<file path="config.mk">
export PLATFORM = sky130hd
export DESIGN_NAME = openflow_datapath
export DESIGN_NICKNAME = d
export VERILOG_FILES = /design/src/rtl/openflow_pkg.sv /design/src/rtl/host_regs_pkg.sv /design/src/rtl/pkt_preprocessor.sv /design/src/rtl/action_processor.sv /design/src/rtl/flow_tbl_ctrl.sv /design/src/rtl/host_inf.sv /design/src/rtl/openflow_datapath.sv
export SDC_FILE = /design/constraint.sdc
export NUM_CORES = 2
export LEC_CHECK = 0
export BUFFER_PORTS_ARGS = -buffer_cell sky130_fd_sc_hd__buf_4
export CELL_PAD_IN_SITES_DETAIL_PLACEMENT = 1
export CELL_PAD_IN_SITES_GLOBAL_PLACEMENT = 1
export CORE_MARGIN = 5
export CORE_UTILIZATION = 45
export DETAILED_ROUTE_END_ITERATION = 7
export GPL_TIMING_DRIVEN = 0
export PLACE_DENSITY = 0.77
export SETUP_SLACK_MARGIN = 0.3
export SLEW_MARGIN = 5
export SYNTH_ARGS = -nofsm -noshare
export SYNTH_HDL_FRONTEND = slang
export SYNTH_SLANG_ARGS = --single-unit
</file>
<file path="constraint.sdc">
create_clock -name asclk -period 10.7 [get_ports asclk]
set_clock_uncertainty 0.15 [all_clocks]
set_input_delay 2.675 -clock asclk [delete_from_list [all_inputs] [get_ports asclk]]
set_output_delay 2.675 -clock asclk [all_outputs]
set_load 0.02 [all_outputs]
</file>
<file path="src/rtl/openflow_pkg.sv">
`default_nettype none

package openflow_pkg;

   // Packet word on the ingress and egress streams
   localparam int DATA_W = 64;
   typedef logic [DATA_W-1:0] data_word_t;

   // Exact-match key taken from the first word of each packet
   typedef logic [DATA_W-1:0] match_key_t;

   // Destination mask, one bit per possible port
   localparam int MAX_PORTS = 8;
   typedef logic [MAX_PORTS-1:0] port_mask_t;

   // Action word layout
   //   [15]   drop flag
   //   [14:8] reserved, zero
   //   [7:0]  destination port mask
   localparam int ACTION_W = 16;
   typedef logic [ACTION_W-1:0] action_t;

   localparam int ACT_DROP_BIT = 15;

endpackage

`default_nettype wire

</file>
<file path="src/rtl/host_regs_pkg.sv">
`default_nettype none

package host_regs_pkg;

   localparam int REG_ADDR_W = 8;
   localparam int REG_DATA_W = 32;
   typedef logic [REG_ADDR_W-1:0] reg_addr_t;
   typedef logic [REG_DATA_W-1:0] reg_data_t;

   // Staged flow entry
   localparam reg_addr_t REG_KEY_LO    = 8'h00;
   localparam reg_addr_t REG_KEY_HI    = 8'h04;
   localparam reg_addr_t REG_ACTION    = 8'h08;
   // Commit command, index in the low byte
   localparam reg_addr_t REG_ENTRY_CMD = 8'h0C;
   localparam int        CMD_VALID_BIT = 31;

   // Counters
   localparam reg_addr_t REG_HIT_CNT       = 8'h10;
   localparam reg_addr_t REG_MISS_CNT      = 8'h14;
   localparam reg_addr_t REG_FWD_CNT_BASE  = 8'h20;
   localparam reg_addr_t REG_DROP_CNT_BASE = 8'h40;
   localparam int        REG_CNT_STRIDE    = 4;

endpackage

`default_nettype wire

</file>
<file path="src/rtl/pkt_preprocessor.sv">
`default_nettype none

module pkt_preprocessor import openflow_pkg::*; #(
   parameter int FIFO_DEPTH = 16
) (
   input  logic       asclk,
   input  logic       rst_n,
   input  data_word_t s_tdata,
   input  logic       s_tlast,
   input  logic       s_tvalid,
   output logic       s_tready,
   output logic       lu_req,
   output match_key_t lu_key,
   input  logic       lu_done,
   output data_word_t buf_data,
   output logic       buf_last,
   output logic       buf_valid,
   input  logic       buf_pop
);

   localparam int PTR_W = $clog2(FIFO_DEPTH);
   localparam int CNT_W = $clog2(FIFO_DEPTH + 1);

   // Word storage, tlast kept next to each word
   data_word_t       mem_data [FIFO_DEPTH];
   logic             mem_last [FIFO_DEPTH];
   logic [PTR_W-1:0] wr_ptr;
   logic [PTR_W-1:0] rd_ptr;
   logic [CNT_W-1:0] count;
   logic             sop;
   logic             key_pend;
   logic             pkt_out;
   logic             push;

   // New packet waits while the previous key is still being looked up
   assign s_tready  = (count != CNT_W'(FIFO_DEPTH)) && !(sop && key_pend);
   assign push      = s_tvalid && s_tready;
   assign buf_valid = (count != '0);
   assign buf_data  = mem_data[rd_ptr];
   assign buf_last  = mem_last[rd_ptr];

   // Request only once the egress stage has finished the packet ahead
   assign lu_req = key_pend && !pkt_out;

   always_ff @(posedge asclk) begin
      if (push) begin
         mem_data[wr_ptr] <= s_tdata;
         mem_last[wr_ptr] <= s_tlast;
      end
      if (push && sop) begin
         lu_key <= s_tdata;
      end
   end

   always_ff @(posedge asclk or negedge rst_n) begin
      if (!rst_n) begin
         wr_ptr   <= '0;
         rd_ptr   <= '0;
         count    <= '0;
         sop      <= 1'b1;
         key_pend <= 1'b0;
         pkt_out  <= 1'b0;
      end else begin
         if (push) begin
            wr_ptr <= (wr_ptr == PTR_W'(FIFO_DEPTH - 1)) ? '0 : wr_ptr + 1'b1;
            sop    <= s_tlast;
         end
         if (buf_pop) begin
            rd_ptr <= (rd_ptr == PTR_W'(FIFO_DEPTH - 1)) ? '0 : rd_ptr + 1'b1;
         end
         case ({push, buf_pop})
            2'b10:   count <= count + 1'b1;
            2'b01:   count <= count - 1'b1;
            default: count <= count;
         endcase
         if (push && sop) begin
            key_pend <= 1'b1;
         end else if (lu_done) begin
            key_pend <= 1'b0;
         end
         // Packet owns the egress stage from its result to its last word
         if (lu_done) begin
            pkt_out <= 1'b1;
         end else if (buf_pop && buf_last) begin
            pkt_out <= 1'b0;
         end
      end
   end

endmodule

`default_nettype wire

</file>
<file path="src/rtl/action_processor.sv">
`default_nettype none

module action_processor import openflow_pkg::*, host_regs_pkg::*; (
   input  logic       asclk,
   input  logic       rst_n,
   input  logic       lu_done,
   input  logic       lu_hit,
   input  action_t    lu_action,
   input  data_word_t buf_data,
   input  logic       buf_last,
   input  logic       buf_valid,
   output logic       buf_pop,
   output data_word_t m_tdata,
   output logic       m_tlast,
   output port_mask_t m_tuser,
   output logic       m_tvalid,
   input  logic       m_tready,
   output reg_data_t  fwd_count,
   output reg_data_t  drop_count
);

   // Action held for the packet at the head of the buffer
   logic       active;
   logic       fwd;
   port_mask_t dst_mask;

   // Head word goes straight out, so it holds until popped
   assign m_tdata  = buf_data;
   assign m_tlast  = buf_last;
   assign m_tuser  = dst_mask;
   assign m_tvalid = active && fwd && buf_valid;

   // Miss or drop drains one word per cycle with no egress beat
   assign buf_pop = active && buf_valid && (!fwd || m_tready);

   always_ff @(posedge asclk) begin
      if (lu_done) begin
         dst_mask <= lu_action[MAX_PORTS-1:0];
      end
   end

   always_ff @(posedge asclk or negedge rst_n) begin
      if (!rst_n) begin
         active     <= 1'b0;
         fwd        <= 1'b0;
         fwd_count  <= '0;
         drop_count <= '0;
      end else begin
         if (lu_done) begin
            active <= 1'b1;
            fwd    <= lu_hit && !lu_action[ACT_DROP_BIT];
         end else if (buf_pop && buf_last) begin
            active <= 1'b0;
         end
         // One count per packet, on its last word
         if (buf_pop && buf_last) begin
            if (fwd) begin
               fwd_count <= fwd_count + 1'b1;
            end else begin
               drop_count <= drop_count + 1'b1;
            end
         end
      end
   end

endmodule

`default_nettype wire

</file>
<file path="src/rtl/flow_tbl_ctrl.sv">
`default_nettype none

module flow_tbl_ctrl import openflow_pkg::*, host_regs_pkg::*; #(
   parameter int NUM_PORTS = 2,
   parameter int TBL_DEPTH = 8,
   localparam int IDX_W    = $clog2(TBL_DEPTH)
) (
   input  logic                         asclk,
   input  logic                         rst_n,
   input  logic       [NUM_PORTS-1:0]   lu_req,
   input  match_key_t [NUM_PORTS-1:0]   lu_key,
   output logic       [NUM_PORTS-1:0]   lu_done,
   output logic                         lu_hit,
   output action_t                      lu_action,
   input  logic                         entry_wr,
   input  logic       [IDX_W-1:0]       entry_index,
   input  logic                         entry_valid,
   input  match_key_t                   entry_key,
   input  action_t                      entry_action,
   output reg_data_t                    hit_count,
   output reg_data_t                    miss_count
);

   localparam int PORT_W = (NUM_PORTS > 1) ? $clog2(NUM_PORTS) : 1;

   logic [TBL_DEPTH-1:0] tbl_valid;
   match_key_t           tbl_key    [TBL_DEPTH];
   action_t              tbl_action [TBL_DEPTH];

   logic [PORT_W-1:0]    rr_ptr;
   logic                 gnt_vld;
   logic [PORT_W-1:0]    gnt_port;
   logic [NUM_PORTS-1:0] busy;
   logic                 pick_vld;
   logic [PORT_W-1:0]    pick_port;
   logic                 cmp_hit;
   action_t              cmp_action;

   // Round-robin pick, skipping ports already in the pipeline
   always_comb begin
      int idx;
      busy = lu_done;
      if (gnt_vld) begin
         busy[gnt_port] = 1'b1;
      end
      pick_vld  = 1'b0;
      pick_port = '0;
      for (int k = 0; k < NUM_PORTS; k++) begin
         idx = int'(rr_ptr) + k;
         if (idx >= NUM_PORTS) begin
            idx = idx - NUM_PORTS;
         end
         if (!pick_vld && lu_req[idx] && !busy[idx]) begin
            pick_vld  = 1'b1;
            pick_port = PORT_W'(idx);
         end
      end
   end

   // Parallel compare, lowest matching index wins
   always_comb begin
      cmp_hit    = 1'b0;
      cmp_action = '0;
      for (int e = TBL_DEPTH - 1; e >= 0; e--) begin
         if (tbl_valid[e] && (tbl_key[e] == lu_key[gnt_port])) begin
            cmp_hit    = 1'b1;
            cmp_action = tbl_action[e];
         end
      end
   end

   always_ff @(posedge asclk) begin
      if (entry_wr) begin
         tbl_key[entry_index]    <= entry_key;
         tbl_action[entry_index] <= entry_action;
      end
      lu_hit    <= cmp_hit;
      lu_action <= cmp_action;
   end

   always_ff @(posedge asclk or negedge rst_n) begin
      if (!rst_n) begin
         tbl_valid  <= '0;
         rr_ptr     <= '0;
         gnt_vld    <= 1'b0;
         gnt_port   <= '0;
         lu_done    <= '0;
         hit_count  <= '0;
         miss_count <= '0;
      end else begin
         if (entry_wr) begin
            tbl_valid[entry_index] <= entry_valid;
         end
         gnt_vld <= pick_vld;
         if (pick_vld) begin
            gnt_port <= pick_port;
            rr_ptr   <= (pick_port == PORT_W'(NUM_PORTS - 1)) ? '0 : pick_port + 1'b1;
         end
         lu_done <= '0;
         if (gnt_vld) begin
            lu_done[gnt_port] <= 1'b1;
            if (cmp_hit) begin
               hit_count <= hit_count + 1'b1;
            end else begin
               miss_count <= miss_count + 1'b1;
            end
         end
      end
   end

endmodule

`default_nettype wire

</file>
<file path="src/rtl/host_inf.sv">
`default_nettype none

module host_inf import openflow_pkg::*, host_regs_pkg::*; #(
   parameter int NUM_PORTS = 2,
   parameter int TBL_DEPTH = 8,
   localparam int IDX_W    = $clog2(TBL_DEPTH)
) (
   input  logic                        asclk,
   input  logic                        rst_n,
   input  logic                        reg_wr,
   input  logic                        reg_rd,
   input  reg_addr_t                   reg_addr,
   input  reg_data_t                   reg_wr_data,
   output reg_data_t                   reg_rd_data,
   output logic                        reg_rd_valid,
   output logic                        entry_wr,
   output logic      [IDX_W-1:0]       entry_index,
   output logic                        entry_valid,
   output match_key_t                  entry_key,
   output action_t                     entry_action,
   input  reg_data_t                   hit_count,
   input  reg_data_t                   miss_count,
   input  reg_data_t [NUM_PORTS-1:0]   fwd_count,
   input  reg_data_t [NUM_PORTS-1:0]   drop_count
);

   reg_data_t key_lo;
   reg_data_t key_hi;
   action_t   act_stage;
   reg_data_t rd_mux;

   assign entry_key    = {key_hi, key_lo};
   assign entry_action = act_stage;

   always_comb begin
      rd_mux = '0;
      case (reg_addr)
         REG_KEY_LO:   rd_mux = key_lo;
         REG_KEY_HI:   rd_mux = key_hi;
         REG_ACTION:   rd_mux = reg_data_t'(act_stage);
         REG_HIT_CNT:  rd_mux = hit_count;
         REG_MISS_CNT: rd_mux = miss_count;
         default:      rd_mux = '0;
      endcase
      // Per-port counter windows
      for (int p = 0; p < NUM_PORTS; p++) begin
         if (reg_addr == REG_FWD_CNT_BASE + reg_addr_t'(REG_CNT_STRIDE * p)) begin
            rd_mux = fwd_count[p];
         end
         if (reg_addr == REG_DROP_CNT_BASE + reg_addr_t'(REG_CNT_STRIDE * p)) begin
            rd_mux = drop_count[p];
         end
      end
   end

   always_ff @(posedge asclk) begin
      if (reg_rd) begin
         reg_rd_data <= rd_mux;
      end
   end

   always_ff @(posedge asclk or negedge rst_n) begin
      if (!rst_n) begin
         key_lo       <= '0;
         key_hi       <= '0;
         act_stage    <= '0;
         entry_wr     <= 1'b0;
         entry_index  <= '0;
         entry_valid  <= 1'b0;
         reg_rd_valid <= 1'b0;
      end else begin
         reg_rd_valid <= reg_rd;
         entry_wr     <= reg_wr && (reg_addr == REG_ENTRY_CMD);
         if (reg_wr) begin
            case (reg_addr)
               REG_KEY_LO: key_lo    <= reg_wr_data;
               REG_KEY_HI: key_hi    <= reg_wr_data;
               REG_ACTION: act_stage <= reg_wr_data[$bits(action_t)-1:0];
               REG_ENTRY_CMD: begin
                  entry_index <= reg_wr_data[IDX_W-1:0];
                  entry_valid <= reg_wr_data[CMD_VALID_BIT];
               end
               default: ;
            endcase
         end
      end
   end

endmodule

`default_nettype wire

</file>
<file path="src/rtl/openflow_datapath.sv">
`default_nettype none

module openflow_datapath import openflow_pkg::*, host_regs_pkg::*; #(
   parameter int NUM_PORTS  = 2,
   parameter int TBL_DEPTH  = 8,
   parameter int FIFO_DEPTH = 16
) (
   input  logic                         asclk,
   input  logic                         rst_n,
   input  data_word_t [NUM_PORTS-1:0]   s_tdata,
   input  logic       [NUM_PORTS-1:0]   s_tlast,
   input  logic       [NUM_PORTS-1:0]   s_tvalid,
   output logic       [NUM_PORTS-1:0]   s_tready,
   output data_word_t [NUM_PORTS-1:0]   m_tdata,
   output logic       [NUM_PORTS-1:0]   m_tlast,
   output port_mask_t [NUM_PORTS-1:0]   m_tuser,
   output logic       [NUM_PORTS-1:0]   m_tvalid,
   input  logic       [NUM_PORTS-1:0]   m_tready,
   input  logic                         reg_wr,
   input  logic                         reg_rd,
   input  reg_addr_t                    reg_addr,
   input  reg_data_t                    reg_wr_data,
   output reg_data_t                    reg_rd_data,
   output logic                         reg_rd_valid
);

   localparam int IDX_W = $clog2(TBL_DEPTH);

   // Lookup path
   logic       [NUM_PORTS-1:0] lu_req;
   match_key_t [NUM_PORTS-1:0] lu_key;
   logic       [NUM_PORTS-1:0] lu_done;
   logic                       lu_hit;
   action_t                    lu_action;

   // Ingress buffer to egress stage
   data_word_t [NUM_PORTS-1:0] buf_data;
   logic       [NUM_PORTS-1:0] buf_last;
   logic       [NUM_PORTS-1:0] buf_valid;
   logic       [NUM_PORTS-1:0] buf_pop;

   // Host side
   reg_data_t  [NUM_PORTS-1:0] fwd_count;
   reg_data_t  [NUM_PORTS-1:0] drop_count;
   reg_data_t                  hit_count;
   reg_data_t                  miss_count;
   logic                       entry_wr;
   logic       [IDX_W-1:0]     entry_index;
   logic                       entry_valid;
   match_key_t                 entry_key;
   action_t                    entry_action;

   for (genvar i = 0; i < NUM_PORTS; i++) begin : g_port
      pkt_preprocessor #(
         .FIFO_DEPTH(FIFO_DEPTH)
      ) pkt_preprocessor_inst (
         .asclk(asclk),          .rst_n(rst_n),
         .s_tdata(s_tdata[i]),   .s_tlast(s_tlast[i]),
         .s_tvalid(s_tvalid[i]), .s_tready(s_tready[i]),
         .lu_req(lu_req[i]),     .lu_key(lu_key[i]),     .lu_done(lu_done[i]),
         .buf_data(buf_data[i]), .buf_last(buf_last[i]),
         .buf_valid(buf_valid[i]), .buf_pop(buf_pop[i])
      );

      action_processor action_processor_inst (
         .asclk(asclk),          .rst_n(rst_n),
         .lu_done(lu_done[i]),   .lu_hit(lu_hit),        .lu_action(lu_action),
         .buf_data(buf_data[i]), .buf_last(buf_last[i]),
         .buf_valid(buf_valid[i]), .buf_pop(buf_pop[i]),
         .m_tdata(m_tdata[i]),   .m_tlast(m_tlast[i]),   .m_tuser(m_tuser[i]),
         .m_tvalid(m_tvalid[i]), .m_tready(m_tready[i]),
         .fwd_count(fwd_count[i]), .drop_count(drop_count[i])
      );
   end

   flow_tbl_ctrl #(
      .NUM_PORTS(NUM_PORTS),
      .TBL_DEPTH(TBL_DEPTH)
   ) flow_tbl_ctrl_inst (
      .asclk(asclk),             .rst_n(rst_n),
      .lu_req(lu_req),           .lu_key(lu_key),       .lu_done(lu_done),
      .lu_hit(lu_hit),           .lu_action(lu_action),
      .entry_wr(entry_wr),       .entry_index(entry_index),
      .entry_valid(entry_valid), .entry_key(entry_key), .entry_action(entry_action),
      .hit_count(hit_count),     .miss_count(miss_count)
   );

   host_inf #(
      .NUM_PORTS(NUM_PORTS),
      .TBL_DEPTH(TBL_DEPTH)
   ) host_inf_inst (
      .asclk(asclk),             .rst_n(rst_n),
      .reg_wr(reg_wr),           .reg_rd(reg_rd),
      .reg_addr(reg_addr),       .reg_wr_data(reg_wr_data),
      .reg_rd_data(reg_rd_data), .reg_rd_valid(reg_rd_valid),
      .entry_wr(entry_wr),       .entry_index(entry_index),
      .entry_valid(entry_valid), .entry_key(entry_key), .entry_action(entry_action),
      .hit_count(hit_count),     .miss_count(miss_count),
      .fwd_count(fwd_count),     .drop_count(drop_count)
   );

endmodule

`default_nettype wire

</file>
* After elaboration in Yosys (flattened, before gate mapping)
Memories as Yosys holds them, arrays and structs flattened.
Index checks and enable logic that the tools add are counted.
** Cells by class
- $lt $le $gt $ge :: 8
- Reduce and logical (&&, ||, !) cells :: 66
- Bitwise logic cells :: 4
- Add/sub/neg operators :: 18
- Muxes and demuxes :: 69
- Equality and inequality tests :: 27
** Operators with widths (count)
- 64-bit == test :: 8
- 32-bit by 1-bit adder with 32-bit output, second input constant :: 6
- 32-bit two-way mux :: 6
- 32-bit case mux with 5 select lines :: 1
- 16-bit two-way mux :: 8
- 64-bit two-way mux :: 2
- 32-bit by 3-bit < comparator with 1-bit output, second input constant :: 2
- 1-bit two-way mux :: 41
- 1-bit logical AND :: 35
- 32-bit by 3-bit >= comparator with 1-bit output, second input constant :: 1
- 32-bit by 3-bit subtractor with 32-bit output, second input constant :: 1
- 5-bit case mux with 2 select lines :: 2
- 2-bit AND reduction :: 10
- 4-bit by 1-bit adder with 4-bit output, second input constant :: 4
- 4-bit == test, second input constant :: 4
- 8-bit by 4-bit == test with 1-bit output, second input constant :: 2
- 8-bit by 5-bit == test with 1-bit output, second input constant :: 2
- 8-bit by 6-bit == test with 1-bit output, second input constant :: 2
- 8-bit by 7-bit == test with 1-bit output, second input constant :: 2
- 4-bit two-way mux :: 4
- 2-bit nonzero test :: 6
- 5-bit by 1-bit adder with 5-bit output, second input constant :: 2
- 1-bit zero test :: 10
- 5-bit inequality test, second input constant :: 2
- 21 further kinds :: 29
** Word-level totals
- Output and inout port bits :: 183
- Bits in writable memories :: 2720
- Bits in registers :: 518
- Memories kept :: 6
** Memories
- g_port[0].pkt_preprocessor_inst.mem_data :: depth 16, width 64, rd ports 1, clocked after Yosys merged registers in 0, write ports 1, line pkt_preprocessor.sv:25 : data_word_t mem_data [FIFO_DEPTH];
- g_port[1].pkt_preprocessor_inst.mem_data :: depth 16, width 64, rd ports 1, clocked after Yosys merged registers in 0, write ports 1, line pkt_preprocessor.sv:25
- flow_tbl_ctrl_inst.tbl_key :: depth 8, width 64, rd ports 8, clocked after Yosys merged registers in 0, write ports 1, line flow_tbl_ctrl.sv:27 : match_key_t tbl_key [TBL_DEPTH];
- flow_tbl_ctrl_inst.tbl_action :: depth 8, width 16, rd ports 8, clocked after Yosys merged registers in 0, write ports 1, line flow_tbl_ctrl.sv:28 : action_t tbl_action [TBL_DEPTH];
- g_port[0].pkt_preprocessor_inst.mem_last :: depth 16, width 1, rd ports 1, clocked after Yosys merged registers in 0, write ports 1, line pkt_preprocessor.sv:26 : logic mem_last [FIFO_DEPTH];
- g_port[1].pkt_preprocessor_inst.mem_last :: depth 16, width 1, rd ports 1, clocked after Yosys merged registers in 0, write ports 1, line pkt_preprocessor.sv:26

* Longest topological paths before layout
- Depth in word-level cells :: 18
- Depth in mapped cells :: 15

* Hierarchy
Synthesis repeated with hierarchy kept, for this count alone.
** Unflattened totals
- Cells, all modules :: 7185
- Area, all modules :: 132613.4 um2
** By module, submodules not included
- pkt_preprocessor at g_port[1].pkt_preprocessor_inst :: area each 42528.3 um2, times used 1, cells each 1842
- pkt_preprocessor at g_port[0].pkt_preprocessor_inst :: area each 41891.4 um2, times used 1, cells each 1617
- flow_tbl_ctrl :: area each 33395.8 um2, times used 1, cells each 2371
- action_processor :: area each 3796.1 um2, times used 2, cells each 348
- host_inf :: area each 7205.7 um2, times used 1, cells each 659

* Worst setup path after synthesis
Ideal clock, no wire load.
- Path type :: input to register
- Start :: input s_tvalid[0]
- End :: memory g_port[0].pkt_preprocessor_inst.mem_data[3][0] (netlist name) (enable)
- Library setup time :: 0.568 ns
- Path slack :: 2.339 ns
- Arrival time :: 7.643 ns
- Stages on the path :: 4
- Buffers on the path :: 1
- Cells stage by stage :: and2_1 > clkbuf_1 > nand2_1 > nor3_1
** Between the ends
- Longest elaborated chain between the ends :: 3
** RTL lines
- start, declared :: line openflow_datapath.sv:12 : input logic [NUM_PORTS-1:0] s_tvalid,
- 1-bit logical AND :: line pkt_preprocessor.sv:37 : assign push = s_tvalid && s_tready;
- 1-bit two-way mux :: line pkt_preprocessor.sv:46 : if (push) begin
- 1-bit two-way mux (not written as such) :: line pkt_preprocessor.sv:47 : mem_data[wr_ptr] <= s_tdata;
- end, declared :: line pkt_preprocessor.sv:25
Every way passes these cells.

==> metrics <==
Post-CTS Setup Repair Bufs 0; vias in the first global route ~73k; Die W 537 um; Leakage Power slightly below 50 nW; worst-path maximum fanout 10; post-synth net total 6716; CTS max path bufs 4; WP data required between 7000 and 8000 ps; grt ovf 0; Final TNS setup 0 ps; Design Power 38.1 mW; sequential element share of the synthesized area between 70% and 80%; Tmin final roughly 8800 ps; cts hold-fix bufs 0; area growth from synthesis to layout 16.8%; gp weighted congestion 0.889; Die H roughly 540 um; drt pass-1 iters 8; gr usage total around 27%; drt total wl about 400000 um; Worst Hold Path Cells 0; Nets between 7k and 8k; hold_ws about 280 ps; crit path DAT roughly 6000 ps; Final Hold Viols 0; Max Transition Viols Final 0; clock latency on the worst-skew pair 980 ps; Worst Tran Pin Value between 1000 and 1500 ps; share of layout cells above drive strength 1 a little under a quarter; initial antenna violation count 67; Max Freq ~110 MHz; Finished Core Util approximately 53%; WL/cell between 30 and 40 um; cells after synthesis between 6k and 7k; Cell Pwr Density ~260 nW/um2; number of synthesized flops with an enable pin around 2.8k; Relative slew margins roughly 5.1%; Root Driver clkbuf_16; via count 70.8k; total CTS buffers between 300 and 400; #FFs+latches synth between 3k and 4k; Sink Count about 3.2k; drc violations 0; CTS resizes 0; total of max-cap violations 0; RSZ-0062 raised after global routing false; Worst setup SP type register; mean post-synth cell area 19.2 um2; maximum vdd drop ~0.19 mV; Setup crit end kind output port; run status complete, no violations; DRT iter0 DRCs a little over 10k; Die ar. around 290000 um2; Initial Util between 40% and 50%; Post-Syn Area between 100000 and 150000 um2; Port Buffers between 300 and 400; Synth async-reset ratio roughly a tenth; Final period util between 80 and 90%; via/cell ratio around 6.2; worst reg2reg path depth 12; DP HPWL between 200000 and 300000 um; most frequent cells in the layout 2840 x edfxtp_1, 519 x xnor2_1, 457 x mux4_2; Crit Path Category reg -> out; dominant synthesized flop cell edfxtp_1; CTS tree built; Setup violations, final 0; commonest non-fill, non-tap cell in the layout edfxtp_1; placed instance area approximately 140000 um2; Distinct cells, synth 73; I/O Pins roughly 360; final antenna-violating net count 0; Core Region 276000 um2; Synth Warn # 0; global-route wire length before repair 563000 um; pin count of the biggest net entering global routing ~100; design area 146000 um2; Cell Rows just under 200; clock slew at reported path FFs about 60 ps; Hold Path Class reg -> reg; CTS H-tree lvls 5
## cell type report
type	count	area [um2]
diodes	49	123
plain buffers	265	1120
clock buffers	419	8720
clock inverters	180	1750
fillers	25126	130000
inverters	36	135
multi-input cells	3036	30300
flip-flops and latches	3175	93600
well taps	3705	4640
repair buffers	532	5400
## power breakdown
part / switching (mW) / internal [mW] / total (mW)
sequential: 0.630 / 14.5 / 15.1
combinational: 7.28 / 4.41 / 11.7
clock: 4.98 / 6.37 / 11.3
## logic make-up after synthesis
| kind of cell | count (synthesis) | synth area share, % |
|---|---|---|
| buf+inv | 301 | 1.00 |
| flops | 3175 | 75.0 |
| fa+ha+maj | 26 | 0.273 |
| simple gates | 850 | 3.49 |
| compound gates | 609 | 3.23 |
| mux | 884 | 12.3 |
| xor+xnor | 667 | 4.68 |
## routing by layer
layer	vias to the layer above	global-route usage (%)	wire length (um)
li1	27924	-	-
met1	37289	35.6	144000
met2	4678	44.0	192000
met3	856	6.45	44500
met4	24	12.8	21300
met5	-	0	174
## flip-flops by register name (all words and copies together), names as in the netlist, 32 cells and up
| register | flops |
|---|---|
| host_inf_inst.key_lo | 32 |
| host_inf_inst.reg_rd_data | 32 |
| flow_tbl_ctrl_inst.tbl_action | 72 |
| host_inf_inst.key_hi | 32 |
| g_port.action_processor_inst.drop_count | 64 |
| g_port.pkt_preprocessor_inst.lu_key | 128 |
| flow_tbl_ctrl_inst.miss_count | 32 |
| flow_tbl_ctrl_inst.hit_count | 32 |
| g_port.pkt_preprocessor_inst.mem_data | 2048 |
| g_port.pkt_preprocessor_inst.mem_last | 32 |
| g_port.action_processor_inst.fwd_count | 64 |
| flow_tbl_ctrl_inst.tbl_key | 512 |
## path summary, 6_finish.rpt
kind | slack [ps] | startpoint | endpoint
min in group asynchronous | 1660 | rst_n | host_inf_inst.reg_rd_valid$_DFF_PN0_
max in group asynchronous | 7440 | rst_n | g_port[0].pkt_preprocessor_inst.sop$_DFFE_PN1P_
setup reg to reg | 4730 | flow_tbl_ctrl_inst.gnt_port$_DFFE_PN0P_ | flow_tbl_ctrl_inst.lu_action[15]$_DFF_P_
hold reg to reg | 280 | flow_tbl_ctrl_inst.lu_action[7]$_DFF_P_ | g_port[0].action_processor_inst.m_tuser[7]$_DFFE_PP_
setup / recovery | 1920 | g_port[1].pkt_preprocessor_inst.rd_ptr[0]$_DFFE_PN0P_ | m_tdata[80]
hold / removal | 280 | flow_tbl_ctrl_inst.lu_action[7]$_DFF_P_ | g_port[0].action_processor_inst.m_tuser[7]$_DFFE_PP_
## critical path, cell delays in order (launching register included)
cell and delay (ps):
dfrtp_1 380, clkbuf_1 360, clkbuf_1 660, buf_2 570
clkbuf_1 1000, buf_1 790, mux2i_1 330, a21oi_1 150
a22oi_1 290, nand2_1 250, buf_4 230
## through the flow
| stage | worst slack, ps | std cells |
|---|---|---|
| detailed placement | 2980 | 10749 |
| finish | 1920 | 11397 |
| CTS | 1930 | 11348 |
| global route | 1770 | 11365 |
| floorplan | 2340 | 6512 |
| global placement | -3810 | 10576 |
## cell usage after synthesis, drive strengths merged, types with 11 or more instances
library cell / n / area share [%]
a21oi: 110 / 0.44
a221oi: 89 / 0.62
a222oi: 28 / 0.22
a22oi: 114 / 0.69
a31oi: 28 / 0.14
and2: 14 / 0.070
and3: 48 / 0.24
and4: 16 / 0.11
buf: 78 / 0.33
clkbuf: 187 / 0.56
dfrtp: 323 / 6.5
edfxtp: 2840 / 68
ha: 24 / 0.24
inv: 36 / 0.11
mux2: 167 / 1.5
mux2i: 260 / 2.5
mux4: 457 / 8.2
nand2: 212 / 0.65
nand2b: 19 / 0.10
nand3: 111 / 0.45
nand4: 87 / 0.44
nor2: 179 / 0.55
nor3: 26 / 0.11
nor4: 107 / 0.59
o21ai: 184 / 0.74
or4: 11 / 0.066
xnor2: 519 / 3.6
xor2: 148 / 1.0
(Power assumes the default switching activity.)
